<file path="src/logic/conv_defs.svh">
`ifndef CONV_DEFS_SVH
`define CONV_DEFS_SVH

// tile extents
`define TN 4  // output channels per tile
`define TM 4  // input channels per tile
`define TR 5  // output rows per tile
`define TC 6  // output columns per tile

// kernel window
`define K 3
`define S 2

// datapath widths
`define DIM_W 16
`define AW 32

// register map
`define CFG_DIMS_NM  3'd0  // hi = N, lo = M
`define CFG_DIMS_RC  3'd1  // hi = R, lo = C
`define CFG_IN_BASE  3'd2
`define CFG_WT_BASE  3'd3
`define CFG_OUT_BASE 3'd4

`endif

</file>
<file path="src/logic/conv_pkg.sv">
`include "conv_defs.svh"

package conv_pkg;

    // one config write word, seen as two dimensions or as one address
    typedef union packed {
        struct packed {
            logic [`DIM_W-1:0] hi;
            logic [`DIM_W-1:0] lo;
        } dims;
        logic [`AW-1:0] addr;
    } cfg_word_u;

    // which buffer a read command fills
    typedef enum logic [1:0] {
        strm_in_fm  = 2'd0,
        strm_weight = 2'd1,
        strm_out_fm = 2'd2
    } stream_e;

endpackage

</file>
<file path="src/logic/conv_cfg_regs.sv">
`timescale 1ns/1ps
`include "conv_defs.svh"

module conv_cfg_regs (
    input  logic                 clk,
    input  logic                 rst,
    input  logic                 cfg_wr,
    input  logic [2:0]           cfg_addr,
    input  conv_pkg::cfg_word_u  cfg_data,
    output logic [`DIM_W-1:0]    out_n,
    output logic [`DIM_W-1:0]    out_m,
    output logic [`DIM_W-1:0]    in_r,
    output logic [`DIM_W-1:0]    in_c,
    output logic [`DIM_W-1:0]    out_r,
    output logic [`DIM_W-1:0]    out_c,
    output logic [`AW-1:0]       in_base,
    output logic [`AW-1:0]       wt_base,
    output logic [`AW-1:0]       out_base
);

    always_ff @(posedge clk or posedge rst) begin
        if (rst) begin
            out_n    <= '0;
            out_m    <= '0;
            in_r     <= '0;
            in_c     <= '0;
            out_r    <= '0;
            out_c    <= '0;
            in_base  <= '0;
            wt_base  <= '0;
            out_base <= '0;
        end else if (cfg_wr) begin
            case (cfg_addr)
                `CFG_DIMS_NM: begin
                    out_n <= cfg_data.dims.hi;
                    out_m <= cfg_data.dims.lo;
                end
                `CFG_DIMS_RC: begin
                    in_r  <= cfg_data.dims.hi;
                    in_c  <= cfg_data.dims.lo;
                    // valid window positions, done once here
                    out_r <= (cfg_data.dims.hi - `K) / `S + 1;
                    out_c <= (cfg_data.dims.lo - `K) / `S + 1;
                end
                `CFG_IN_BASE:  in_base  <= cfg_data.addr;
                `CFG_WT_BASE:  wt_base  <= cfg_data.addr;
                `CFG_OUT_BASE: out_base <= cfg_data.addr;
                default: ;  // unmapped address
            endcase
        end
    end

endmodule

</file>
<file path="config.mk">
export PLATFORM = sky130hd
export DESIGN_NAME = conv_cfg_regs
export DESIGN_NICKNAME = d
export VERILOG_FILES = /design/src/logic/conv_pkg.sv /design/src/logic/conv_cfg_regs.sv
export VERILOG_INCLUDE_DIRS = /design/src /design/src/logic
export SDC_FILE = /design/constraint.sdc
export NUM_CORES = 1
export LEC_CHECK = 0
export BUFFER_PORTS_ARGS = -buffer_cell sky130_fd_sc_hd__buf_4
export CORE_UTILIZATION = 53
export CTS_CLUSTER_SIZE = 40
export DETAILED_ROUTE_END_ITERATION = 16
export PLACE_DENSITY = 0.89
export SLEW_MARGIN = 15
export SYNTH_ARGS = -nofsm -noshare
export SYNTH_HDL_FRONTEND = slang
export SYNTH_SLANG_ARGS = --single-unit
</file>
<file path="constraint.sdc">
create_clock -name clk -period 5.94 [get_ports clk]
set_input_delay 0 -clock clk [delete_from_list [all_inputs] [get_ports clk]]
set_output_delay 0 -clock clk [all_outputs]
set_load 0.01 [all_outputs]
</file>
Word level (Yosys, flattened, before mapping)
Cells that the tools add are included.
- add/subtract/negate cells: 4
- eq/ne operators: 4
- reduce and logical (&&, ||, !) cells: 6
- operator list (operator ; count):
    16-bit by 2-bit subtractor with 17-bit output, second input constant ; 2
    16-bit by 1-bit adder with 16-bit output, second input constant ; 2
    2-bit AND reduction ; 5
    3-bit by 2-bit equality test with 1-bit output, second input constant ; 2
    3-bit by 1-bit equality test with 1-bit output, second input constant ; 1
    3-bit equality test, second input constant ; 1
    3-bit zero test ; 1
- register bits after elaboration: 192
- input bits: 38
- output and inout bits: 192

Depth between registers and ports, before layout
- depth after elaboration: 2
- mapped depth: 9

Worst setup path after synthesis
OpenSTA, ideal clock, no wires.
- path kind: input to register
- start point: input port cfg_data[16] (netlist name)
- end point: register out_r[15]
- library setup time: 0.124 ns
- data arrival time: 1.987 ns
- data required time: 5.816 ns
- path slack: 3.829 ns
- cell stages on the path: 8
- cells stage by stage: ha_1 clkbuf_1 or4_1 buf_2 o41a_4 nor3_2 a41oi_1 a211o_1
- cells in the longest elaborated chain, start to end: 2
- ends and longest elaborated chain (element ; RTL line ; RTL):
    start, declared ; conv_cfg_regs.sv:9 ; input conv_pkg::cfg_word_u cfg_data,
    16-bit by 2-bit subtractor with 17-bit output (no line) ; -- ;
    16-bit by 1-bit adder with 16-bit output ; conv_cfg_regs.sv:42 ; out_r <= (cfg_data.dims.hi - `K) / `S + 1;
    end signal, assigned ; conv_cfg_regs.sv:42 ;
    end, declared ; conv_cfg_regs.sv:14 ; output logic [`DIM_W-1:0] out_r,
No other way between the ends.
A chain may end at the register's enable or synchronous reset.

Final worst setup path
- start point: input port cfg_data[17] (netlist name)
- end point: register out_r[15]
Same word-level chain as after synthesis.

==> flow_summary_export.csv <==
group,metric,value,unit
outcome,status,"complete, no violations",
clocking,path_clk_slew,0.07,ns
cells_and_area,final_cell_mix,"buf_4 (234), dfrtp_1 (192), nand2_1 (147)",
route,drtIter0Drc,421,
placement,dpl_cell_area,10590,µm²
hold_path,hp-class,"in -> reg",
die,initial_core_util,54.80,%
die,fp.dieH,130.6,µm
logic_synthesis,yosysWarnings,0,
clocking,cts_tree,"built",
global_route,antenna_found_initial,0,
route,num_vias,6760,
cells_and_area,syn_to_final_growth,31.22,%
global_route,grt-ovfl-total,0,
route,via_per_inst,5.564,
sta,worstMarginPinSlew,1.158,ns
worst_setup_path,cp_cell_sequence,"dlygate4sd3_1 -> buf_4 -> ha_1 -> or4_1 -> nor3_1 -> o21ai_0 -> nor3_2 -> a41oi_1 -> a211o_1",
route,wl_met3,1448,µm
route,ant_nets,0,
global_route,grt_max_degree,110,
worst_setup_path,slowest_stage,"or4_1",
route,top_layer,"met4",
die,die_x,130.6,µm
run,maxCapViolations,0,
die,die_area,17060,µm²
route,remaining_drc_errors,0,
sta,timing.fmax,0.3773,GHz
cells_and_area,final_area,11510,µm²
logic_synthesis,synth.ff_latch_count,192,
logic_synthesis,ys_seq_area_share,54.79,%
worst_setup_path,rr_worst_depth,2,
sta,maxSlewViolCount,0,
placement,numPortBuffers,229,
route,met2_length,11310,µm
clocking,clk_root_buffer_cell,"clkbuf_16",
logic_synthesis,syn_inst,762,
sta,tns,0,ns
worst_setup_path,crit_path_max_incr_delay,0.57,ns
worst_setup_path,worstSetupEndpointType,"flip-flop",
sta,period_share,44.62,%
logic_synthesis,synth-edff-count,0,
clocking,clock_sinks,192,
logic_synthesis,synth_flop_cell,"dfrtp_1",
cells_and_area,drive_above_1_share,41.74,%
sta,relSlewSlack,22.60,%
global_route,grt_pass1_wl,35670,µm
logic_synthesis,synth_cell_types,62,
sta,fin_worst_skew,0,ns
die,rows,46,
clocking,clk_latency,0.43,ns
worst_setup_path,crit_arrival,2.96,ns
cells_and_area,fin_nets,1028,
placement,dpl.hpwl,15050,µm
global_route,grtUsageTotal,27.82,%
route,wire_per_inst,19.09,µm
cells_and_area,antenna_cells,0,
logic_synthesis,synth_fp_nets,804,
sta,hold_viol_final,0,
sta,setup_viol,0,
logic_synthesis,synth_area,8768,µm²
sta,hold_ws,0.2319,ns
route,wl_met1,9965,µm
power_and_ir_drop,ir_drop,0.0002515,V
power_and_ir_drop,power_density,345.3,nW/µm²
worst_setup_path,start_kind,"input pin",
worst_setup_path,crit_type,"in -> reg",
die,top_level_ports,230,
power_and_ir_drop,leakage,5.342,nW
route,routed_wl,23200,µm
clocking,cts_buffers,17,
logic_synthesis,postSynthAreaPerCell,11.51,µm²
hold_path,hold_depth,4,
worst_setup_path,worstPathMaxFanout,13,
worst_setup_path,crit_required,6.25,ns
die,coreArea,16000,µm²
clocking,cts_resized,0,
cells_and_area,final_common_cell,"buf_4",
global_route,grt_pass1_vias,6612,
placement,finalWeightedCongestion,0.8784,
sta,period_needed,2.650,ns
clocking,htree_levels,4,
clocking,cts_buffer_depth,2,
route,drtPass1Iterations,5,
logic_synthesis,async_flop_share,100.0,%
sta,rsz0062_at_grt,"false",
## synthesized netlist by cell type (all sizes together), types with 2 or more instances
| cell type | number | area [µm²] |
|---|---|---|
| clkbuf | 55 | 207.7 |
| o22a | 2 | 17.52 |
| xor2 | 18 | 157.7 |
| a21bo | 2 | 20.02 |
| a21o | 2 | 15.01 |
| a21oi | 6 | 30.03 |
| dfrtp | 192 | 4805 |
| inv | 3 | 11.26 |
| nand3b | 3 | 22.52 |
| nand2 | 147 | 551.8 |
| o211ai | 2 | 15.01 |
| nor3 | 18 | 100.1 |
| o22ai | 2 | 12.51 |
| a21boi | 2 | 15.01 |
| a211o | 3 | 26.28 |
| nand4b | 4 | 35.03 |
| nor3b | 3 | 22.52 |
| xnor2 | 29 | 254.0 |
| a2111oi | 3 | 63.81 |
| and3b | 3 | 26.28 |
| nor2b | 2 | 12.51 |
| nor2 | 19 | 71.32 |
| mux2 | 129 | 1456 |
| nor4 | 10 | 90.08 |
| o21ai | 20 | 100.1 |
| a31oi | 5 | 31.28 |
| or2 | 2 | 12.51 |
| o31a | 2 | 17.52 |
| nand3 | 9 | 45.04 |
| and4 | 3 | 26.28 |
| o31ai | 6 | 45.04 |
| or4 | 5 | 37.54 |
| and2 | 4 | 25.02 |
| nand4 | 8 | 50.05 |
| mux2i | 3 | 30.03 |
| or3 | 4 | 25.02 |
| and3 | 6 | 37.54 |
| ha | 4 | 50.05 |
| buf | 8 | 41.28 |
## where the power goes
| group | total (mW) | leakage, nW | internal [mW] | switching (mW) |
|---|---|---|---|---|
| clock | 1.15 | 0.282 | 0.630 | 0.521 |
| combinational | 1.08 | 2.72 | 0.576 | 0.500 |
| sequential | 1.75 | 2.34 | 1.58 | 0.163 |
## metal layers
| metal | global-route usage [%] | vias up |
|---|---|---|
| met1 | 36.82 | 3403 |
| met5 | 0 | - |
| met3 | 7.125 | 36 |
| met4 | 8.654 | 0 |
| met2 | 45.10 | 240 |
| li1 | - | 3081 |
## registers in the layout (all words and copies together), names as in the netlist
| signal | cells |
|---|---|
| in_r | 16 |
| out_n | 16 |
| out_r | 16 |
| wt_base | 32 |
| in_c | 16 |
| out_m | 16 |
| out_c | 16 |
| in_base | 32 |
| out_base | 32 |
## layout make-up
cell class	count	area, µm²
Tap cell	216	270.3
Timing Repair Buffer	268	2098
Fill cell	1099	4494
Clock buffer	18	429.2
Inverter	3	18.77
Sequential cell	192	4805
Clock inverter	14	157.7
Multi-Input combinational cell	504	3727
## through the flow
step           std cells  total power [mW]  util [%]  setup WS (ns)
2_1_floorplan        762             2.226         -         0.7128
3_3_place_gp        1150             2.770     66.16          3.614
3_5_place_dp        1150             2.820     66.16          3.534
4_1_cts             1215             3.989     71.89          3.372
5_1_grt             1215             4.154     71.91          3.198
6_report            1215             3.973     71.91          3.290
## critical path: cells and delay by family
family	cells	cell delay, ns
fa+ha+maj	1	0.30
simple gates	3	1.19
buf+inv	2	0.76
compound gates	3	0.71
## timing repair
action	in CTS	in global routing
hold buffers	33	0
buffers inserted	0	0
hold endpoints to repair	269	0
## final timing paths
| path | endpoint | from | slack [ns] |
|---|---|---|---|
| setup / recovery | out_r[15] | cfg_data[17] | 3.29 |
| hold / removal | out_m[15] | cfg_addr[1] | 0.23 |
| setup reg to reg | out_r[15] | out_r[15] | 5.09 |
| hold reg to reg | in_c[2] | in_c[2] | 0.48 |
| max in group asynchronous | in_r[2] | rst | 4.45 |
| min in group asynchronous | in_base[30] | rst | 0.25 |
## kinds of logic (layout without fill, tap and decap cells)
logic type | after synthesis | count (layout) | synth area share, %
simple gates | 253 | 253 | 13.97
flops | 192 | 192 | 54.79
mux | 132 | 132 | 16.95
compound gates | 68 | 68 | 6.050
buf+inv | 66 | 303 | 2.968
xor+xnor | 47 | 47 | 4.695
fa+ha+maj | 4 | 4 | 0.5708
Note: power is estimated with default switching activity, not from simulation.
