==> src/logic/conv_sched.sv <==
`timescale 1ns/1ps

module conv_sched (
    input  logic clk,
    input  logic rst,
    input  logic start,
    input  logic tile_done,
    input  logic last_tile,
    output logic tile_start,
    output logic busy,
    output logic done
);

    logic start_q;
    logic start_edge;

    assign start_edge = start && !start_q;

    always_ff @(posedge clk or posedge rst) begin
        if (rst) begin
            start_q    <= 1'b0;
            busy       <= 1'b0;
            done       <= 1'b0;
            tile_start <= 1'b0;
        end else begin
            start_q    <= start;
            done       <= 1'b0;
            tile_start <= 1'b0;
            if (!busy) begin
                if (start_edge) begin  // edges while busy are dropped
                    busy       <= 1'b1;
                    tile_start <= 1'b1;
                end
            end else if (tile_done) begin
                if (last_tile) begin
                    busy <= 1'b0;
                    done <= 1'b1;
                end else begin
                    tile_start <= 1'b1;
                end
            end
        end
    end

endmodule

==> config.mk <==
export PLATFORM = sky130hd
export DESIGN_NAME = conv_sched
export DESIGN_NICKNAME = d
export VERILOG_FILES = /design/src/logic/conv_sched.sv
export SDC_FILE = /design/constraint.sdc
export NUM_CORES = 1
export LEC_CHECK = 0
export ABC_AREA = 1
export BUFFER_PORTS_ARGS = -buffer_cell sky130_fd_sc_hd__buf_2
export CAP_MARGIN = 30
export CORE_AREA = 2 2 39 41
export DETAILED_ROUTE_END_ITERATION = 8
export DIE_AREA = 0 0 41 43
export GPL_TIMING_DRIVEN = 1
export PLACE_DENSITY = 0.33
export SLEW_MARGIN = 20
export SYNTH_ARGS = -nofsm -noshare
export SYNTH_HDL_FRONTEND = slang
export SYNTH_SLANG_ARGS = --single-unit
==> constraint.sdc <==
create_clock -name clk -period 0.95 [get_ports clk]
set_clock_uncertainty 0.1 [all_clocks]
set_input_delay 0.095 -clock clk [delete_from_list [all_inputs] [get_ports clk]]
set_output_delay 0.095 -clock clk [all_outputs]
set_load 0.005 [all_outputs]
[After elaboration in Yosys (flattened, before gate mapping)]
Cells that the tools add are included.
Word-level totals
  bits of input ports: 5
  register bits: 4
  word-level logic and storage cells: 15
Cells by class
  muxes and demuxes: 9
  reductions and logical operators: 2
Operators by type and width (number)
  1-bit two-way mux: 9
  1-bit logical AND: 1
  1-bit zero test: 1

[Depth between registers and ports, before layout]
Gate-level depths: netlist (run 1).
  depth in word-level cells: 4
  depth in mapped cells: 3

[Least setup slack after synthesis (run 1)]
No wires, ideal clock.
  kind: reg2reg
  from: register busy
  to: register busy
  setup time: 117 ps
  path buffers: 0
  data required time: 733 ps
  clock period less this slack: 749 ps
  arrival time: 531 ps
  path slack: 201 ps
  cell stages (with the launch flop): 4
  cell sequence: dfrtp_1 inv_2 nand3_2 nand2_1
Between the ends
  longest elaborated chain between the ends: 1
Ends and longest elaborated chain
  start: declaration: RTL line 10  | output logic busy,
  start signal: assignment: RTL line 22  | busy <= 1'b0;
  start signal: assignment: RTL line 31  | busy <= 1'b1;
  start signal: assignment: RTL line 36  | busy <= 1'b0;
  1-bit two-way mux: RTL line 29  | if (!busy) begin
Every way passes these cells.

[Worst setup path in the final report (run 1)]
  from: register busy
  to: output busy
No word-level cell between the ends.

==> results.tsv, run 1 <==
stage	metric	value	unit
setup_path	R2R Path Start	busy$_DFF_PP0_	
setup_path	Critical Path Slowest Stage Cell	dfrtp_1	
setup_path	crit-path max FO	2	
flow_run	# Max-Cap Violations	0	
global_routing	total grt overflow	0	
routing	TritonRoute pass-1 iters	2	
synth	Synth Flop Type	dfrtp_1	
setup_path	Worst path depth	1	
routing	drt drc	0	
run_status	status	complete, no violations	
setup_path	reg2reg path depth	4	
sta	worst-margin pin slew	0.162	ns
routing	wire length per cell	7.09	um
clock_network	# H-tree levels	1	
power	Peak supply drop	543	uV
routing	starting DRC count in detailed routing	1	
setup_path	Worst setup endpoint	busy	
synth	sequential-to-total area share from yosys stat	66.1	%
sta	Hold Fails Final Rpt	0	
clock_network	# clock sinks	4	
setup_path	RR Endpoint	tile_start$_DFF_PP0_	
finish	share of layout cells above drive strength 1	50.0	%
global_routing	first-pass GRT wire length	503	um
routing	vias	128	
sta	relative slew slack	89.2	%
synth	YS warnings	0	
routing	total wire length	312	um
synth	largest cells by area after synthesis	dfrtp_1 66%, nand2_1 9.9%, inv_1 7.4%, nand3_2 6.6%, nor2_2 4.1%	
setup_path	Buf/Inv on CP	1	
placed_design	PortBufs	7	
synth	Post-synth top cells	4 x dfrtp_1, 4 x nand2_1, 3 x inv_1	
setup_path	Crit path max-delay family	flip-flops	
setup_path	CP startpoint	busy$_DFF_PP0_	
setup_path	CP arrival	0.73	ns
routing	Avg Vias per Cell	2.91	
synth	Syn Area/Cell	10.1	um2
clock_network	post-CTS sizing	0	
clock_network	clock latency on the worst-skew pair	0.23	ns
clock_network	clock transition at the registers of the reported paths	0.04	ns
synth	Synth Register Bits	4	
power	leakage	0.148	nW
setup_path	CP max stage delay	0.37	ns
finish	Ant. Diodes	0	
clock_network	clock buffer depth	2	
sta	Max Slew Vio Count	0	
placed_design	Place WS	0.185	ns
power	P per Cell Area	1910	nW/um2
clock_network	CTS tree	done	
setup_path	R2R Setup Slk	0.09	ns
setup_path	Startpoint Class	flop	
synth	Synth area leader	dfrtp_1	
placed_design	placed cells	38	
min_path	Hold Path Class	in -> reg	
sta	Final period util	97.0	%
synth	asr flop ratio synth	100	%
setup_path	CP cell instances	buf_2	
sta	Tmin final	0.922	ns
sta	hold slack	0.0219	ns
global_routing	total track usage	5.14	%
power	Power Total	0.491	mW
setup_path	critical path class	reg -> out	
synth	synthesized instance count	15	
global_routing	antenna violations before repair	0	
sta	final worst slack	0.0282	ns
die	area of the die	1760	um2
synth	Cell variety after synth	7	
sta	RSZ-0062 raised after global routing	yes	
global_routing	vias in the first global route	125	
synth	Post-synth EDFFs	0	
synth	share of the synthesized area in the top cell type	66.1	%
setup_path	CP endpoint kind	primary output	
clock_network	CTS root buf	clkbuf_4	
finish	post-route insts no fill	44	
global_routing	largest net degree at the start of global routing	5	
sta	Max Freq	1080	MHz
die	Starting Density	10.9	%
routing	final antenna-violating net count	0	
clock_network	TritonCTS Buffers	3	
die	CORE AREA	1380	um2
sta	Setup violations, final	0	
die	# rows	14	
finish	Area growth syn-to-layout	69.4	%
die	num ports	8	
die	die width	41	um
finish	final net count	35	
die	Die Ht	43	um
setup_path	Crit path required time	0.75	ns
synth	syn nets	20	
synth	Mapped Area	151	um2
placed_design	routability cong.	0.642	
where the power goes:
part	internal, mW	switching (mW)
logic	0.0435	0.0406
clock network	0.141	0.0692
registers	0.190	0.00617
total	0.375	0.116
logic make-up after synthesis:
logic type | Yosys count | synth area share (%)
buffers and inverters | 4 | 9.91
and+or+nand+nor | 7 | 24.0
DFF | 4 | 66.1
per-layer routing:
layer  up-vias  wire length, um  GRT usage, %
li1         70                -             -
met1        50              166          6.51
met2         8               92          4.06
met3         0               53          4.71
met4         0                0          6.00
met5         -                0             0
area by class of cell:
type	instances	area (um2)
inverter	4	15.0
multi-input combinational	7	36.3
sequential	4	100
clock buffer	3	22.5
timing repair buffer	10	62.6
tap	16	20.0
fill	156	1130
tightest hold or removal path, delay by kind of cell:
family / cells / cell delay, ns
simple gates: 2 / 0.13
buf+inv: 1 / 0.09
metrics by stage:
step | utilization (%) | instance area, um2 | setup TNS [ns]
finish | 18.5 | 256 | 0
global route | 18.5 | 256 | -0.0194
CTS | 18.5 | 256 | 0
detailed placement | 14.9 | 206 | 0
global placement | 14.9 | 206 | 0
floorplan | - | 151 | 0
flip-flops by register name, indices dropped and copies added (netlist names):
signal,flops
busy,1
done,1
start_q,1
tile_start,1
layout by cell type, fill, tap and decap left out:
master / Yosys / routed
dlygate4sd3_1: 0 / 2
buf_4: 0 / 1
nand3_2: 1 / 1
inv_1: 3 / 3
inv_2: 1 / 1
nor2_2: 1 / 1
clkbuf_4: 0 / 3
buf_2: 0 / 7
dfrtp_1: 4 / 4
nand3_1: 1 / 1
nand2_1: 4 / 4
what timing repair did:
action	in CTS	in global routing
pin swaps	0	0
endpoints found under the hold margin	5	0
gates cloned	0	0
buffers inserted	1	0
endpoints found under the setup margin	1	1
hold buffers	2	0
how the worst min path moves through the flow:
stage,from,endpoint,cells after the start
after CTS,tile_done,tile_start$_DFF_PP0_,3
after global placement,rst,start_q$_DFF_PP0_,2
after floorplan,rst,busy$_DFF_PP0_,1
after detailed placement,rst,done$_DFF_PP0_,2
after global routing,tile_done,done$_DFF_PP0_,3
final,tile_done,tile_start$_DFF_PP0_,3
Power figures use the tool's default switching activity.
==> inputs of run 2 (changes only) <==
- SETUP_SLACK_MARGIN: not set -> 0.4
==> results.tsv, run 2 (synthesis results as in run 1) <==
stage	metric	value	unit	change
global_routing	total grt overflow	0		unchanged
sta	Setup violations, final	0		unchanged
routing	max layer used	met4		
setup_path	CP arrival	0.74	ns	about the same
routing	total wire length	323	um	+3.5%
power	Power Total	0.482	mW	-1.8%
global_routing	total track usage	5.43	%	+0.29 points
finish	commonest cells after routing, fill and taps aside	7 x buf_2, 4 x nand2_1, 4 x dfrtp_1, 3 x inv_1, 3 x clkbuf_4		
clock_network	clock transition at the registers of the reported paths	0.04	ns	about the same
die	Starting Density	10.9	%	unchanged
sta	worst-margin pin slew	0.159	ns	-0.00271 ns
routing	met3 routed WL	77	um	+45%
finish	share of layout cells above drive strength 1	53.8	%	+3.8 points
setup_path	Critical Path Slowest Stage Cell	dfrtp_1		
sta	hold slack	-0.359	ns	-0.381 ns
routing	TritonRoute pass-1 iters	3		+1
sta	setup_tns	0	ns	unchanged
power	Peak supply drop	631	uV	+16%
die	area of the die	1760	um2	unchanged
setup_path	critical path class	reg -> out		
finish	Area growth syn-to-layout	56.2	%	
setup_path	Startpoint Class	flop		
power	leakage	0.139	nW	-5.8%
sta	Tmin final	0.932	ns	+0.0107 ns
setup_path	Worst path depth	1		unchanged
routing	metal2 WL	78	um	-15%
setup_path	Crit path required time	0.75	ns	about the same
routing	starting DRC count in detailed routing	7		+6
clock_network	CTS root buf	clkbuf_4		
routing	vias	132		+3.1%
setup_path	crit-path max FO	2		unchanged
setup_path	CP max stage delay	0.38	ns	about the same
finish	most common cell after layout, fill and taps aside	buf_2		
die	die width	41	um	unchanged
routing	drt drc	0		unchanged
setup_path	CP endpoint kind	primary output		
clock_network	TritonCTS Buffers	3		unchanged
sta	RSZ-0062 raised after global routing	yes		
global_routing	vias in the first global route	118		-5.6%
sta	Max Slew Vio Count	0		unchanged
die	Die Ht	43	um	unchanged
setup_path	reg2reg path depth	4		unchanged
placed_design	PortBufs	7		unchanged
clock_network	# clock sinks	4		unchanged
routing	wire length per cell	7.69	um	+8.5%
flow_run	# Max-Cap Violations	0		unchanged
placed_design	routability cong.	0.659		+2.7%
run_status	violated checks	negative hold slack		
clock_network	CTS tree	done		
min_path	Hold Path Class	in -> async		
routing	M1 WL	159	um	-4.2%
placed_design	Post-DP HPWL	232	um	
sta	Max Freq	1070	MHz	-1.1%
routing	final antenna-violating net count	0		unchanged
die	CORE AREA	1380	um2	unchanged
power	P per Cell Area	2040	nW/um2	+6.5%
finish	Ant. Diodes	0		unchanged
global_routing	first-pass GRT wire length	517	um	+2.8%
global_routing	antenna violations before repair	0		unchanged
finish	final net count	33		-5.7%
setup_path	CP cell instances	buf_2		
setup_path	Buf/Inv on CP	1		unchanged
setup_path	Crit path max-delay family	flip-flops		
sta	Final period util	98.2	%	+1.1 points
run_status	status	finished with violations		
die	# rows	14		unchanged
sta	relative slew slack	89.4	%	+0.18 points
routing	Avg Vias per Cell	3.14		+8.0%
clock_network	clock latency on the worst-skew pair	0.23	ns	about the same
clock_network	clock buffer depth	2		unchanged
global_routing	largest net degree at the start of global routing	5		unchanged
die	num ports	8		unchanged
sta	Hold Fails Final Rpt	5		+5
clock_network	# H-tree levels	1		unchanged
run 2: final cells by class:
type	count	area, um2
inverters	4	15.0
well taps	16	20.0
clock buffers	3	22.5
repair buffers	8	42.5
multi-input cells	7	36.3
flip-flops and latches	4	100
fillers	154	1150
run 2: through the flow:
step / hold slack (ns) / utilization, % / area (um2) / setup slack (ns) / std cells
after global placement: -0.120 / 14.9 / 206 / 0.187 / 38
after CTS: -0.363 / 17.1 / 236 / 0.0197 / 42
after detailed placement: -0.113 / 14.9 / 206 / 0.184 / 38
final: -0.359 / 17.1 / 236 / 0.0175 / 42
after global routing: -0.353 / 17.1 / 236 / -0.0156 / 42
after floorplan: -0.239 / - / 151 / 0.202 / 15
run 2: layer usage:
layer,up-vias,global-route usage (%)
li1,67,-
met1,51,6.80
met2,12,3.44
met3,2,9.95
met4,0,2.00
met5,-,0
run 2: path summary, 6_finish.rpt:
path | from | to | slack, ns
worst max-delay path | busy$_DFF_PP0_ | busy | 0.02
worst min-delay path | rst | done$_DFF_PP0_ | -0.36
worst max register to register | busy$_DFF_PP0_ | tile_start$_DFF_PP0_ | 0.08
worst min register to register | start_q$_DFF_PP0_ | busy$_DFF_PP0_ | 0.42
max in group asynchronous | rst | start_q$_DFF_PP0_ | 0.95
min in group clk | start | start_q$_DFF_PP0_ | -0.10
run 2: worst register-to-register path, delay by kind of cell, from the launching register on:
family / cells / cell delay [ns]
flip-flops: 1 / 0.38
buffers and inverters: 2 / 0.21
AND/OR/NAND/NOR: 2 / 0.13
run 2: timing repair:
| action | CTS | global route |
|---|---|---|
| gates cloned | 0 | 0 |
| buffers inserted | 1 | 0 |
| endpoints found under the hold margin | 5 | 5 |
| gates resized for setup | 0 | 0 |
| endpoints found under the setup margin | 6 | 6 |
| pin swaps | 0 | 0 |
run 2: where the power goes:
group	total [mW]	switching [mW]	internal, mW	leakage, nW
Combinational	0.0787	0.0407	0.0379	0.0749
Clock	0.205	0.0642	0.141	0.0138
Sequential	0.198	0.00799	0.190	0.0503
==> inputs of run 3 (changes only) <==
- CELL_PAD_IN_SITES_DETAIL_PLACEMENT: not set -> 0
- CELL_PAD_IN_SITES_GLOBAL_PLACEMENT: not set -> 1
- PLACE_DENSITY: 0.33 -> 0.39
==> results.tsv, run 3 (synthesis results as in run 1) <==
stage	metric	value	unit	change
run_status	status	finished with violations		
run_status	violated checks	negative hold slack		
routing	Avg Vias per Cell	2.98		-5.3%
global_routing	vias in the first global route	135		+14%
placed_design	Place WS	0.179	ns	-0.00509 ns
sta	RSZ-0062 raised after global routing	yes		
routing	final antenna-violating net count	0		unchanged
setup_path	crit-path max FO	2		unchanged
placed_design	routability cong.	0.586		-11%
finish	register area	100	um2	unchanged
finish	final net count	34		+3.0%
die	Starting Density	10.9	%	unchanged
clock_network	clock transition at the registers of the reported paths	0.04	ns	about the same
sta	Tmin final	0.950	ns	+0.0174 ns
die	CORE AREA	1380	um2	unchanged
routing	TritonRoute pass-1 iters	4		+1
power	Power Total	0.494	mW	+2.5%
finish	Ant. Diodes	0		unchanged
die	area of the die	1760	um2	unchanged
setup_path	Startpoint Class	flop		
finish	Multi-input gate area	36.3	um2	unchanged
clock_network	hold_buf cts	1		
sta	Max Freq	1050	MHz	-1.8%
global_routing	total track usage	5.64	%	+0.21 points
setup_path	CP endpoint kind	primary output		
routing	wire length per cell	7.84	um	+1.9%
clock_network	clock buffer depth	2		unchanged
die	num ports	8		unchanged
clock_network	# clock sinks	4		unchanged
setup_path	CP arrival	0.75	ns	about the same
die	# rows	14		unchanged
sta	relative slew slack	93.3	%	+3.9 points
power	P_int	0.372	mW	+0.87%
finish	commonest cells after routing, fill and taps aside	7 x buf_2, 4 x nand2_1, 4 x dfrtp_1, 3 x clkbuf_4		
power	Comb power frac	16.6	%	+0.3 points
clock_network	CTS root buf	clkbuf_4		
flow_run	# Max-Cap Violations	0		unchanged
setup_path	Crit path max-delay family	flip-flops		
sta	Max Slew Vio Count	0		unchanged
sta	Hold Fails Final Rpt	1		-4
clock_network	# H-tree levels	1		unchanged
finish	Area growth syn-to-layout	62.8	%	
min_path	Hold Path Class	in -> reg		
setup_path	critical path class	reg -> out		
power	switching share of power	24.6	%	+1.2 points
power	leakage	0.142	nW	+2.2%
sta	Setup violations, final	0		unchanged
sta	worst-margin pin slew	0.101	ns	-0.0583 ns
clock_network	clock latency on the worst-skew pair	0.23	ns	about the same
routing	drt drc	0		unchanged
power	sw power	0.122	mW	+7.8%
setup_path	Critical Path Slowest Stage Cell	dfrtp_1		
routing	vias	128		-3.0%
routing	starting DRC count in detailed routing	3		-4
finish	final-layout fill cell count	155		+0.65%
global_routing	first-pass GRT wire length	545	um	+5.4%
global_routing	largest net degree at the start of global routing	5		unchanged
clock_network	CTS tree	done		
die	Die Ht	43	um	unchanged
global_routing	antenna violations before repair	0		unchanged
die	die width	41	um	unchanged
sta	final worst slack	0.0000594	ns	-0.0174 ns
clock_network	TritonCTS Buffers	3		unchanged
routing	total wire length	337	um	+4.3%
sta	hold slack	-0.104	ns	+0.254 ns
power	clock power share	43.2	%	+0.6 points
placed_design	PortBufs	7		unchanged
power	Seq pwr share	40.2	%	-0.9 points
power	Peak supply drop	500	uV	-21%
finish	share of layout cells above drive strength 1	55.6	%	+1.7 points
global_routing	total grt overflow	0		unchanged
finish	most common cell after layout, fill and taps aside	buf_2		
setup_path	CP max stage delay	0.39	ns	about the same
setup_path	CP cell instances	buf_2		
power	P per Cell Area	2000	nW/um2	-1.7%
sta	Final period util	100	%	+1.8 points
setup_path	Buf/Inv on CP	1		unchanged
setup_path	Crit path required time	0.75	ns	about the same
## run 3: worst paths after layout
path | start | endpoint | slack, ns | cells past startpoint
setup / recovery | busy$_DFF_PP0_ | busy | 0.00006 | 1
hold / removal | start | start_q$_DFF_PP0_ | -0.10 | 1
setup reg to reg | busy$_DFF_PP0_ | busy$_DFF_PP0_ | 0.07 | 4
hold reg to reg | start_q$_DFF_PP0_ | tile_start$_DFF_PP0_ | 0.41 | 3
max in group asynchronous | rst | start_q$_DFF_PP0_ | 0.48 | 3
min in group asynchronous | rst | tile_start$_DFF_PP0_ | 0.16 | 3
## run 3: power by group through the flow
stage,clock (mW),combinational [mW],sequential [mW]
3_5_place_dp,0,0.0607,0.204
3_3_place_gp,0,0.0602,0.203
5_1_grt,0.237,0.0911,0.200
6_report,0.213,0.0821,0.199
2_1_floorplan,0,0.0279,0.206
4_1_cts,0.228,0.0816,0.197
## run 3: cell type report
| class | instances | share of cell area [%] |
|---|---|---|
| sequential | 4 | 40.6 |
| timing repair buffer | 9 | 21.3 |
| multi-input combinational | 7 | 14.7 |
| clock buffer | 3 | 9.14 |
| tap | 16 | 8.12 |
| inverter | 4 | 6.09 |
## run 3: routing by layer
metal	GRT usage [%]	vias up	wire length, um
li1	-	69	-
met1	5.84	51	170
met2	5.31	8	114
met3	6.28	0	52
met4	6.00	0	0
met5	0	-	0
## run 3: per-stage QoR
| stage | instance area, um2 | TNS (ns) | std cells | hold WS [ns] | utilization, % |
|---|---|---|---|---|---|
| after global placement | 206 | 0 | 38 | -0.120 | 14.9 |
| after global routing | 246 | -0.0140 | 43 | -0.107 | 17.8 |
| after CTS | 246 | 0 | 43 | -0.118 | 17.8 |
| final | 246 | 0 | 43 | -0.104 | 17.8 |
| after floorplan | 151 | 0 | 15 | -0.239 | - |
| after detailed placement | 206 | 0 | 38 | -0.114 | 14.9 |
## run 3: what timing repair did
| item | 4_1_cts | 5_1_grt |
|---|---|---|
| setup endpoints to repair | 6 | 10 |
| hold endpoints to repair | 5 | 1 |
| gates resized for setup | 0 | 1 |
| setup buffers | 1 | 0 |
