### src/logic/conv_defs.svh
`ifndef CONV_DEFS_SVH
`define CONV_DEFS_SVH

// tile extents
`define TN 4  // output channels per tile
`define TM 4  // input channels per tile
`define TR 5  // output rows per tile
`define TC 6  // output columns per tile

// kernel window
`define K 3
`define S 2

// datapath widths
`define DIM_W 16
`define AW 32

// register map
`define CFG_DIMS_NM  3'd0  // hi = N, lo = M
`define CFG_DIMS_RC  3'd1  // hi = R, lo = C
`define CFG_IN_BASE  3'd2
`define CFG_WT_BASE  3'd3
`define CFG_OUT_BASE 3'd4

`endif

### src/logic/tile_cord_gen.sv
`timescale 1ns/1ps
`include "conv_defs.svh"

module tile_cord_gen (
    input  logic              clk,
    input  logic              rst,
    input  logic              tile_done,
    input  logic [`DIM_W-1:0] out_n,
    input  logic [`DIM_W-1:0] out_m,
    input  logic [`DIM_W-1:0] out_r,
    input  logic [`DIM_W-1:0] out_c,
    output logic [`DIM_W-1:0] n_base,
    output logic [`DIM_W-1:0] m_base,
    output logic [`DIM_W-1:0] row_base,
    output logic [`DIM_W-1:0] col_base,
    output logic [`DIM_W-1:0] tile_n_size,
    output logic [`DIM_W-1:0] tile_m_size,
    output logic [`DIM_W-1:0] tile_row_size,
    output logic [`DIM_W-1:0] tile_col_size,
    output logic              last_tile
);

    logic [`DIM_W-1:0] n_rem;
    logic [`DIM_W-1:0] m_rem;
    logic [`DIM_W-1:0] row_rem;
    logic [`DIM_W-1:0] col_rem;
    logic              n_last;
    logic              m_last;
    logic              row_last;
    logic              col_last;

    // clip an edge tile to what is left of the dimension
    function automatic logic [`DIM_W-1:0] clip(input logic [`DIM_W-1:0] rem,
                                              input logic [`DIM_W-1:0] ext);
        clip = (rem < ext) ? rem : ext;
    endfunction

    assign n_rem   = out_n - n_base;
    assign m_rem   = out_m - m_base;
    assign row_rem = out_r - row_base;
    assign col_rem = out_c - col_base;

    assign n_last   = (n_rem <= `DIM_W'(`TN));  // final step on each level
    assign m_last   = (m_rem <= `DIM_W'(`TM));
    assign row_last = (row_rem <= `DIM_W'(`TR));
    assign col_last = (col_rem <= `DIM_W'(`TC));

    assign tile_n_size   = clip(n_rem, `DIM_W'(`TN));
    assign tile_m_size   = clip(m_rem, `DIM_W'(`TM));
    assign tile_row_size = clip(row_rem, `DIM_W'(`TR));
    assign tile_col_size = clip(col_rem, `DIM_W'(`TC));

    assign last_tile = n_last && m_last && row_last && col_last;

    // column innermost, then row, input channel, output channel
    always_ff @(posedge clk or posedge rst) begin
        if (rst) begin
            n_base   <= '0;
            m_base   <= '0;
            row_base <= '0;
            col_base <= '0;
        end else if (tile_done) begin
            if (!col_last) begin
                col_base <= col_base + `DIM_W'(`TC);
            end else begin
                col_base <= '0;
                if (!row_last) begin
                    row_base <= row_base + `DIM_W'(`TR);
                end else begin
                    row_base <= '0;
                    if (!m_last) begin
                        m_base <= m_base + `DIM_W'(`TM);
                    end else begin
                        m_base <= '0;
                        n_base <= n_last ? '0 : n_base + `DIM_W'(`TN);  // wraps at layer end
                    end
                end
            end
        end
    end

endmodule

### config.mk
export PLATFORM = sky130hd
export DESIGN_NAME = tile_cord_gen
export DESIGN_NICKNAME = d
export VERILOG_FILES = /design/src/logic/tile_cord_gen.sv
export VERILOG_INCLUDE_DIRS = /design/src /design/src/logic
export SDC_FILE = /design/constraint.sdc
export NUM_CORES = 1
export LEC_CHECK = 0
export CAP_MARGIN = 20
export CORE_MARGIN = 2
export CORE_UTILIZATION = 30
export DETAILED_ROUTE_END_ITERATION = 7
export DONT_BUFFER_PORTS = 1
export SYNTH_ARGS = -nofsm -noshare
export SYNTH_HDL_FRONTEND = slang
export SYNTH_SLANG_ARGS = --single-unit
### constraint.sdc
create_clock -name clk -period 9.61 [get_ports clk]
set_input_delay 0 -clock clk [delete_from_list [all_inputs] [get_ports clk]]
set_output_delay 0 -clock clk [all_outputs]
set_load 0.05 [all_outputs]
After elaboration in Yosys (flattened, before gate mapping). Cells that the tools add are included.

Flip-flop bits (word level): 64. Output and inout bits: 129. Input bits: 67.

Reductions and logical operators: 6. Add/sub/neg operators: 8. Mux-type cells: 8. Magnitude comparators: 8.

Operators with widths (number): $mux W16 (8); $add A16 B3 Y16 const B (4); $le A16 B3 Y1 const B (4); $lt A16 B3 Y1 const B (4); $sub A16 B16 Y16 (4); $reduce_and A4 Y1 (1); $logic_and A1 B1 Y1 (3); $reduce_and A3 Y1 (1); $reduce_and A2 Y1 (1).

Depth between registers and ports, before layout. Gate-level depths: netlist of run 1.

Depth after elaboration: 5. Depth in mapped cells: 15. Gate-level depth less buffers: 12.

Least setup slack after synthesis of run 1. No wires, ideal clock.

Path kind: reg-to-output. Start: reg row_base[8]. End: out last_tile. Arrival: 4.935 ns. Required time: 9.610 ns. Cell stages (with the launch flop): 13. Slack: 4.675 ns. Cell sequence: dfrtp_1 > inv_1 > ha_1 > clkbuf_1 > and3_1 > nand2_1 > a211o_1 > a21oi_1 > mux2_2 > nor4_1 > nand4_1 > clkbuf_1 > nor4b_1.

Longest elaborated chain between the ends: 4.

Ends and longest elaborated chain: from (decl) (line tile_cord_gen.sv:14) `` output logic [`DIM_W-1:0] row_base, ``; from (signal assigned) (line tile_cord_gen.sv:68) `` row_base <= row_base + `DIM_W'(`TR); ``; $sub A16 B16 Y16 (line tile_cord_gen.sv:40) `assign row_rem = out_r - row_base;`; $le A16 B3 Y1 (line tile_cord_gen.sv:45) `` assign row_last = (row_rem <= `DIM_W'(`TR)); ``; $logic_and A1 B1 Y1 (2 in series) (line tile_cord_gen.sv:53) `assign last_tile = n_last && m_last && row_last && col_last;`; to (decl) (line tile_cord_gen.sv:20) `output logic last_tile`.

No other way between the ends.

Worst setup path after layout of run 1.
Start: reg row_base[10]. End: out tile_row_size[1].

Longest elaborated chain between the ends: 3.

Ends and longest elaborated chain: $sub A16 B16 Y16 (line tile_cord_gen.sv:40); $lt A16 B3 Y1 (line tile_cord_gen.sv:35) `clip = (rem < ext) ? rem : ext;`; $mux W16 (line tile_cord_gen.sv:35); to (decl) (line tile_cord_gen.sv:18) `` output logic [`DIM_W-1:0] tile_row_size, ``.

No other way between the ends.

==> flow_summary.json, run 1 <==
{
  "synth_area_leader_cell": "dfrtp_1",
  "drive_above_1_share_pct": 4.80,
  "crit_top_cell": "nor4_1",
  "fmax_mhz": 194,
  "p_per_area_nw_per_um2": 147,
  "layout_min_cycle_time_ns": 5.15,
  "synth_top_area_share_pct": 21.5,
  "ios": 196,
  "cap_viol_max_count": 0,
  "finalNetCount": 1022,
  "clkLatencyLatePin_ns": 0.34,
  "drv_slew": 0,
  "endpoint_kind": "output pin",
  "port_buffers": 0,
  "final_hold_viol_count": 0,
  "path_clk_slew_ns": 0.05,
  "cp_max_fo": 24,
  "first_iter_violations": 434,
  "crit_arrival_ns": 5.15,
  "synth-main-ff-cell": "dfrtp_1",
  "wl_met2_um": 9230,
  "synth-seq-area-share_pct": 21.5,
  "fin_worst_skew_ns": 0.00568,
  "drtAntennaViolNets": 0,
  "grt_usage_pct": 16.3,
  "synth_edf_count": 0,
  "avgSynthCellArea_um2": 7.61,
  "rows": 55,
  "wl_per_cell_um": 16.7,
  "yosys.cell_types.count": 77,
  "clockBufferDepth": 2,
  "path_class": "flop to output pin",
  "root_buffer": "clkbuf_16",
  "grt-ovfl-total": 0,
  "critPathSlowestCell": "a21oi_1",
  "routed-wl-met3_um": 1350,
  "fin_area_um2": 7310,
  "crit_chain": "inv_1 > ha_1 > a211oi_1 > nor3_1 > a211o_1 > nor4_1 > o2111ai_1 > nor4_1 > and4_1 > buf_4 > nand2_1 > a21oi_1",
  "viasPerCell": 5.32,
  "cts_sinks": 59,
  "die_h_um": 155,
  "wl_um": 19700,
  "place_area_um2": 6970,
  "ys_seq_elements": 59,
  "coreArea_um2": 22600,
  "routed.top_layer": "met4",
  "setup_viol": 0,
  "ctsResizeCount": 0,
  "antenna_cells": 0,
  "start_util_pct": 30.4,
  "synth_area_leaders": "dfrtp_1 (22%), ha_1 (11%), buf_4 (6.2%), a21oi_1 (4.5%), inv_1 (4.5%)",
  "grt_pass1_vias": 5917,
  "cts_buffers": 9,
  "p_leak_nw": 3.23,
  "yosys_warnings": 0,
  "postCtsSetupRepairBufs": 0,
  "die_w_um": 155,
  "drc": 0,
  "rsz0062_at_grt": "false",
  "htreeDepth": 3,
  "synth_cells": 901,
  "setup.worst_path.start_class": "flop",
  "run_status": "finished, final reports clean",
  "max_slew.worst_pin.slew_ns": 1.03,
  "min-delay-path-class": "input port to flop",
  "via_count": 6281,
  "dieArea_um2": 24100,
  "fin_crit_sh_pct": 53.6,
  "synthesis.area_um2": 6860,
  "dpl.hpwl_um": 15300,
  "fill_cells": 2398,
  "gp_congestion": 0.868,
  "worstPathRequired_ns": 9.61,
  "peakVddDrop_uv": 65.7,
  "cpPeakStageDelay_ns": 0.94,
  "antenna_found_initial": 0,
  "grt_pass1_wl_um": 31600,
  "area.growth.synth_to_final_pct": 6.51,
  "m1WireLength_um": 8880,
  "cts_tree": "built",
  "grt_max_degree": 60,
  "relSlewSlack_pct": 31.4,
  "async_reset_ff_share_pct": 100,
  "timing.setup.tns_ns": 0,
  "first_pass_iters": 4
}
-- cell type report --
class	count	area [um^2]	share of cell area, %
multi-input cells	729	4760	65.2
inverters	82	308	4.21
flip-flops and latches	59	1480	20.2
repair buffers	11	87.6	1.20
well taps	285	357	4.88
clock buffers	10	239	3.27
clock inverters	5	77.6	1.06
-- repair_timing --
| item | in CTS | in global routing |
|---|---|---|
| endpoints found under the hold margin | 61 | 0 |
| hold buffers | 2 | 0 |
| setup endpoints to repair | 0 | 0 |
-- registers in the layout (all words and copies together), names as in the netlist --
register,flops
m_base,14
col_base,15
row_base,16
n_base,14
-- final timing paths --
kind | startpoint | depth (start not counted) | slack [ns] | to
max | row_base[10]$_DFFE_PP0P_ | 12 | 4.46 | tile_row_size[1]
max in group asynchronous | rst | 3 | 8.66 | n_base[5]$_DFFE_PP0P_
min in group asynchronous | rst | 3 | 0.35 | col_base[12]$_DFFE_PP0P_
min | tile_done | 4 | 0.07 | col_base[6]$_DFFE_PP0P_
max reg2reg | col_base[5]$_DFFE_PP0P_ | 12 | 4.92 | n_base[14]$_DFFE_PP0P_
min reg2reg | col_base[2]$_DFFE_PP0P_ | 2 | 0.85 | col_base[2]$_DFFE_PP0P_
-- layer usage --
metal	GRT usage, %	up-vias
li1	-	3148
met1	20.9	2958
met2	26.8	159
met3	5.04	16
met4	4.24	0
met5	0	-
-- cells in the final DEF (no fill, tap or decap), types with 19 or more instances in the layout --
master    instances
a211oi_1         19
a21oi_1          62
conb_1           60
dfrtp_1          59
ha_1             61
inv_1            81
nand2_1          64
nand3_1          38
nand4_1          22
nor2_1           64
nor3_1           20
nor4_1           19
o21ai_0          25
o21ai_1          23
xnor2_1          27
xor2_1           19
-- power breakdown --
part	leakage (nW)	total, mW	internal (mW)	switching (mW)
Sequential	0.603	0.356	0.265	0.0912
Combinational	2.47	0.367	0.130	0.236
Clock	0.154	0.352	0.231	0.120
Total	3.23	1.07	0.627	0.448
-- cells by family (layout without fill, tap and decap cells) --
| kind of cell | Yosys count | count (layout) | synth area share, % |
|---|---|---|---|
| adders and majority gates | 63 | 63 | 11.7 |
| other | 1 | 60 | 0.0547 |
| muxes | 16 | 16 | 2.39 |
| and+or+nand+nor | 292 | 292 | 21.5 |
| xor gates and xnor gates | 46 | 46 | 5.87 |
| DFF | 59 | 59 | 21.5 |
| AOI/OAI and AO/OA | 252 | 252 | 24.3 |
| buffers and inverters | 172 | 108 | 12.6 |
-- worst max-delay path, delay by kind of cell, from the launching register on --
family	cells	cell delay, ns
AO/OA/AOI/OAI	4	1.85
AND/OR/NAND/NOR	5	1.39
flip-flops	1	0.68
adder cells (fa/ha/maj)	1	0.43
buffers and inverters	2	0.47
-- per-stage QoR --
step	hold WS, ns	util (%)	setup WS [ns]	power, mW	cells
final	0.0681	32.4	4.46	1.07	1181
after global placement	0.191	30.9	4.86	0.719	1164
after CTS	0.0576	32.4	4.48	1.08	1181
after detailed placement	0.191	30.9	4.86	0.723	1164
after floorplan	0.220	-	4.67	0.669	960
after global routing	0.115	32.4	3.94	1.14	1181
-- cells in the mapped netlist, types with 3 or more instances --
| cell | instances |
|---|---|
| nand4_1 | 22 |
| nand3_1 | 38 |
| o31ai_1 | 8 |
| nor2_1 | 64 |
| nand2b_1 | 8 |
| o221ai_1 | 4 |
| and3_1 | 12 |
| mux2i_1 | 13 |
| o21bai_1 | 3 |
| a31oi_1 | 10 |
| or3_1 | 12 |
| nor2b_1 | 5 |
| a211o_1 | 4 |
| o21ai_0 | 25 |
| o211ai_1 | 5 |
| inv_1 | 82 |
| a211oi_1 | 19 |
| ha_1 | 61 |
| a21boi_0 | 5 |
| clkbuf_1 | 32 |
| o22ai_1 | 13 |
| dfrtp_1 | 59 |
| buf_4 | 57 |
| nand2_1 | 64 |
| xnor2_1 | 27 |
| o2111ai_1 | 4 |
| nor4_1 | 19 |
| nor3b_1 | 4 |
| o41ai_1 | 6 |
| o21ai_1 | 23 |
| and4_1 | 3 |
| nor3_1 | 21 |
| and2_1 | 5 |
| or2_2 | 3 |
| a21o_1 | 15 |
| o21a_1 | 15 |
| xor2_1 | 19 |
| a21oi_1 | 62 |
Power figures use the tool's default switching activity.
==> run 2: changes to the inputs <==
- clock period: 9.61 -> 4.1 ns (I/O delays scaled with it)
==> run 2 against run 1 <==
Clock skew grew 0.0031 ns. Largest cell class unchanged. Critical path depth decreased by 1. Wire length is 0.45% higher. Highest routed layer unchanged. Count of clock-buffer cells in the layout up 2. Sequential share of layout area shrank 1.4 points. Clock power grew 99%. Largest power group unchanged. Critical path type is now flop to flop.
==> flow_summary.json, run 2 (synthesis gave the netlist of run 1 again) <==
{
  "crit_chain": "inv_1 > ha_1 > and2_4 > a221oi_2 > a21oi_2 > o31a_1 > or4_1 > and3_1 > or3_1 > or4b_4 > o31ai_1",
  "cpPeakStageDelay_ns": 0.68,
  "grt-ovfl-total": 0,
  "peakVddDrop_uv": 208,
  "drive_above_1_share_pct": 12.0,
  "final_hold_viol_count": 0,
  "antenna_cells": 0,
  "first_iter_violations": 368,
  "worstPathRequired_ns": 4.33,
  "wl_um": 19800,
  "top_register": "row_base",
  "grt_usage_pct": 16.2,
  "place_area_um2": 7520,
  "die_w_um": 155,
  "port_buffers": 0,
  "cp_max_fo": 13,
  "first_pass_iters": 7,
  "fmax_mhz": 258,
  "mostFrequentLayoutCell": "inv_1",
  "finalNetCount": 1091,
  "ios": 196,
  "rows": 55,
  "p_leak_nw": 3.55,
  "wl_per_cell_um": 15.8,
  "grt_pass1_vias": 6174,
  "clkLatencyLatePin_ns": 0.33,
  "cts_sinks": 59,
  "grt_pass1_wl_um": 31600,
  "dieArea_um2": 24100,
  "path_clk_slew_ns": 0.05,
  "critPathSlowestCell": "or4b_4",
  "most-common-layout-cells": "inv_1 (81), buf_4 (76), nor2_1 (64), nand2_1 (62)",
  "clockBufferDepth": 2,
  "cts_buffers": 9,
  "dpl.hpwl_um": 15400,
  "antenna_found_initial": 0,
  "path_class": "flop to flop",
  "timing.setup.tns_ns": 0,
  "max_slew.worst_pin.slew_ns": 0.808,
  "coreArea_um2": 22600,
  "largest_register_ffs": 16,
  "root_buffer": "clkbuf_16",
  "drtAntennaViolNets": 0,
  "via_count": 6534,
  "start_util_pct": 30.4,
  "p_per_area_nw_per_um2": 313,
  "fin_worst_skew_ns": 0.00881,
  "top_regs": "row_base (16), col_base (15)",
  "drc": 0,
  "cap_viol_max_count": 0,
  "min-delay-path-class": "input port to flop",
  "crit_arrival_ns": 4.11,
  "gp_congestion": 0.905,
  "viasPerCell": 5.23,
  "rsz0062_at_grt": "true",
  "grt_max_degree": 60,
  "drv_slew": 0,
  "relSlewSlack_pct": 46.1,
  "htreeDepth": 3,
  "fin_crit_sh_pct": 94.5,
  "endpoint_kind": "flop",
  "run_status": "finished, final reports clean",
  "area.growth.synth_to_final_pct": 14.3,
  "cts_tree": "built",
  "setup.worst_path.start_class": "flop",
  "fin_area_um2": 7840,
  "die_h_um": 155,
  "setup_viol": 0,
  "layout_min_cycle_time_ns": 3.87
}
run 2: metrics by stage:
stage	util [%]	hold WS [ns]	power, mW	instances	setup WS [ns]
after floorplan	-	0.220	1.57	960	0.0136
after global placement	33.3	0.177	1.74	1233	0.230
after detailed placement	33.3	0.183	1.75	1233	0.213
after CTS	34.6	0.127	2.46	1249	0.125
after global routing	34.7	0.174	2.61	1249	-0.0286
final	34.7	0.137	2.45	1249	0.225
run 2: timing repair:
action,in CTS,in global routing
pin swaps,0,1
setup buffers,0,0
hold endpoints to repair,62,0
hold buffers,2,0
resized for setup,1,5
setup endpoints to repair,1,2
run 2: worst max-delay path: cells and delay by family (launching register included):
kind                     cells  cell delay [ns]
flip-flops                   1             0.37
adder cells (fa/ha/maj)      1             0.29
AND/OR/NAND/NOR              5             1.98
buffers and inverters        1             0.10
AO/OA/AOI/OAI                4             1.04
run 2: per-layer routing:
metal / part of all wire, % / GRT usage, %
met2: 45 / 25.9
met5: 0 / 0
met3: 11 / 7.30
met1: 42 / 19.6
met4: 2.1 / 4.72
run 2: where the power goes:
group	leakage (nW)	switching (mW)	internal, mW
Combinational	2.82	0.748	0.359
Sequential	0.602	0.0241	0.625
Clock	0.131	0.265	0.434
run 2: cell type report:
class                   instances  area (um^2)
multi-input cells             729         4810
well taps                     285          357
clock buffers                  12          256
clock inverters                 2         12.5
repair buffers                 80          622
fillers                      2418        14700
flip-flops and latches         59         1480
inverters                      82          308
run 2: final timing paths:
check	start	endpoint	slack, ns	cells after the start
max	col_base[5]$_DFFE_PP0P_	n_base[6]$_DFFE_PP0P_	0.23	11
min	tile_done	col_base[8]$_DFFE_PP0P_	0.14	4
max reg2reg	col_base[5]$_DFFE_PP0P_	n_base[6]$_DFFE_PP0P_	0.23	11
min reg2reg	m_base[4]$_DFFE_PP0P_	m_base[4]$_DFFE_PP0P_	0.54	3
max in group asynchronous	rst	n_base[6]$_DFFE_PP0P_	3.15	3
min in group asynchronous	rst	col_base[10]$_DFFE_PP0P_	0.36	3
==> run 3: changes to the inputs <==
--- a/config.mk
+++ b/config.mk
@@ -13,2 +13,3 @@
 export DONT_BUFFER_PORTS = 1
+export SLEW_MARGIN = 40
 export SYNTH_ARGS = -nofsm -noshare
@@ -16 +17,2 @@
 export SYNTH_SLANG_ARGS = --single-unit
+export TNS_END_PERCENT = 30
==> constraint.sdc (replaced) <==
create_clock -name clk -period 4.1 [get_ports clk]
set_input_delay 0.205 -clock clk [delete_from_list [all_inputs] [get_ports clk]]
set_output_delay 0.205 -clock clk [all_outputs]
set_load 0.05 [all_outputs]
==> run 3 against run 2 <==
Utilization increased by 0.21 points. Combinational power about the same. Register-to-register slack got worse by 0.03 ns. Critical endpoint is now last_tile. Design area increased by 0.59%. Clock skew about the same. Count of clock-buffer cells in the layout increased by 1. Hold slack got worse by 0.011 ns. Fmax decreased by 1.2%. Clock power increased by 4.1%.
==> flow_summary.json, run 3 (synthesis gave the netlist of run 1 again) <==
{
  "run_status": "finished, final reports clean",
  "first_iter_violations": 410,
  "placedCellCount": 1234,
  "fin_hold_ws_ns": 0.126,
  "grt-ovfl-total": 0,
  "ios": 196,
  "place_area_um2": 7530,
  "worstPathRequired_ns": 3.89,
  "finalNetCount": 1092,
  "fin_area_um2": 7890,
  "drc": 0,
  "mostFrequentLayoutCell": "inv_1",
  "rows": 55,
  "crit_family": "simple AND/OR/NAND/NOR gates",
  "port_buffers": 0,
  "root_buffer": "clkbuf_16",
  "die_h_um": 155,
  "setup_viol": 0,
  "dpl.hpwl_um": 15800,
  "via_count": 6618,
  "final_cell_count_no_fill": 1251,
  "wl_um": 20100,
  "drtAntennaViolNets": 0,
  "grt_max_degree": 60,
  "top_regs": "row_base (16), col_base (15)",
  "p_total_mw": 2.48,
  "critPathBufInv": 3,
  "relSlewSlack_pct": 58.1,
  "antenna_found_initial": 0,
  "coreArea_um2": 22600,
  "cap_viol_max_count": 0,
  "setup.worst_path.start_class": "flop",
  "antenna_cells": 0,
  "p_leak_nw": 3.57,
  "most-common-layout-cells": "inv_1 (81), buf_4 (77), nor2_1 (64), nand2_1 (62)",
  "max_slew.worst_pin.slew_ns": 0.623,
  "wl_per_cell_um": 16.1,
  "area.growth.synth_to_final_pct": 15.0,
  "grt_pass1_vias": 6276,
  "top_register": "row_base",
  "rsz0062_at_grt": "true",
  "endpoint_kind": "output pin",
  "peakVddDrop_uv": 210,
  "cts_tree": "built",
  "drive_above_1_share_pct": 12.8,
  "fin_worst_skew_ns": 0.00843,
  "die_w_um": 155,
  "path_class": "flop to output pin",
  "first_pass_iters": 5,
  "viasPerCell": 5.29,
  "start_util_pct": 30.4,
  "fin_crit_sh_pct": 95.7,
  "cts_buffers": 9,
  "crit_chain": "inv_1 > ha_1 > and3_1 > nand2_1 > a211o_1 > a21oi_1 > mux2_2 > nor4_4 > nand4_1 > buf_6 > nor4b_4 > buf_4",
  "cts_sinks": 59,
  "min-delay-path-class": "input port to flop",
  "dieArea_um2": 24100,
  "cpPeakStageDelay_ns": 0.42,
  "crit_arrival_ns": 3.72,
  "cp_max_fo": 28,
  "htreeDepth": 3,
  "grt_pass1_wl_um": 32300,
  "layout_min_cycle_time_ns": 3.92,
  "fmax_mhz": 255,
  "final_hold_viol_count": 0,
  "path_clk_slew_ns": 0.05,
  "critPathSlowestCell": "ha_1",
  "p_per_area_nw_per_um2": 314,
  "drv_slew": 0,
  "largest_register_ffs": 16,
  "clkLatencyLatePin_ns": 0.34,
  "clockBufferDepth": 2,
  "timing.setup.tns_ns": 0,
  "grt_usage_pct": 16.6,
  "gp_congestion": 0.904
}
[run 3: final timing paths]
check                      cells after the start               startpoint                       end  slack [ns]
min                                            3                tile_done   col_base[2]$_DFFE_PP0P_        0.13
min reg2reg                                    3    m_base[4]$_DFFE_PP0P_     m_base[4]$_DFFE_PP0P_        0.55
max reg2reg                                   11  col_base[5]$_DFFE_PP0P_     n_base[6]$_DFFE_PP0P_        0.20
max in group asynchronous                      3                      rst     n_base[6]$_DFFE_PP0P_        3.17
min in group asynchronous                      3                      rst  col_base[13]$_DFFE_PP0P_        0.44
max                                           12  row_base[8]$_DFFE_PP0P_                 last_tile        0.18
[run 3: area by class of cell]
cell class	count	area, um^2
well taps	285	357
inverters	82	308
flip-flops and latches	59	1480
clock buffers	13	270
multi-input cells	729	4830
repair buffers	81	631
fillers	2391	14700
clock inverters	2	10.0
[run 3: timing repair]
action | 4_1_cts | 5_1_grt
pin swaps | 1 | 1
hold endpoints to repair | 0 | 59
setup endpoints to repair | 1 | 4
gates resized for setup | 2 | 7
hold buffers | 0 | 1
setup buffers | 1 | 0
[run 3: per-layer routing]
layer  share of wire, %  global-route usage, %  vias to the layer above  wire length [um]
met5                  0                      0                        -                 0
met4                1.4                   3.32                        0               272
met3                 11                   7.52                       20              2120
met2                 45                   27.4                      239              9150
met1                 43                   20.1                     3079              8610
li1                   -                      -                     3280                 -
[run 3: stage by stage]
stage / util [%] / setup slack [ns]
finish: 34.9 / 0.178
global route: 34.9 / -0.0529
CTS: 34.7 / 0.0308
detailed placement: 33.4 / 0.172
global placement: 33.4 / 0.251
floorplan: - / -0.175
[run 3: report_power, final]
| part | internal (mW) | leakage [nW] | switching, mW |
|---|---|---|---|
| registers | 0.625 | 0.601 | 0.0248 |
| logic | 0.359 | 2.83 | 0.743 |
| clock network | 0.453 | 0.141 | 0.275 |
[run 3: worst register-to-register path, cell delays in order, from the launching register on]
cell	delay (ns)
dfrtp_1	0.37
inv_1	0.09
ha_1	0.29
and2_4	0.19
a221oi_2	0.35
a21oi_2	0.14
o31a_1	0.33
or4_1	0.47
and3_1	0.23
or3_1	0.41
or4b_4	0.68
o31ai_1	0.27
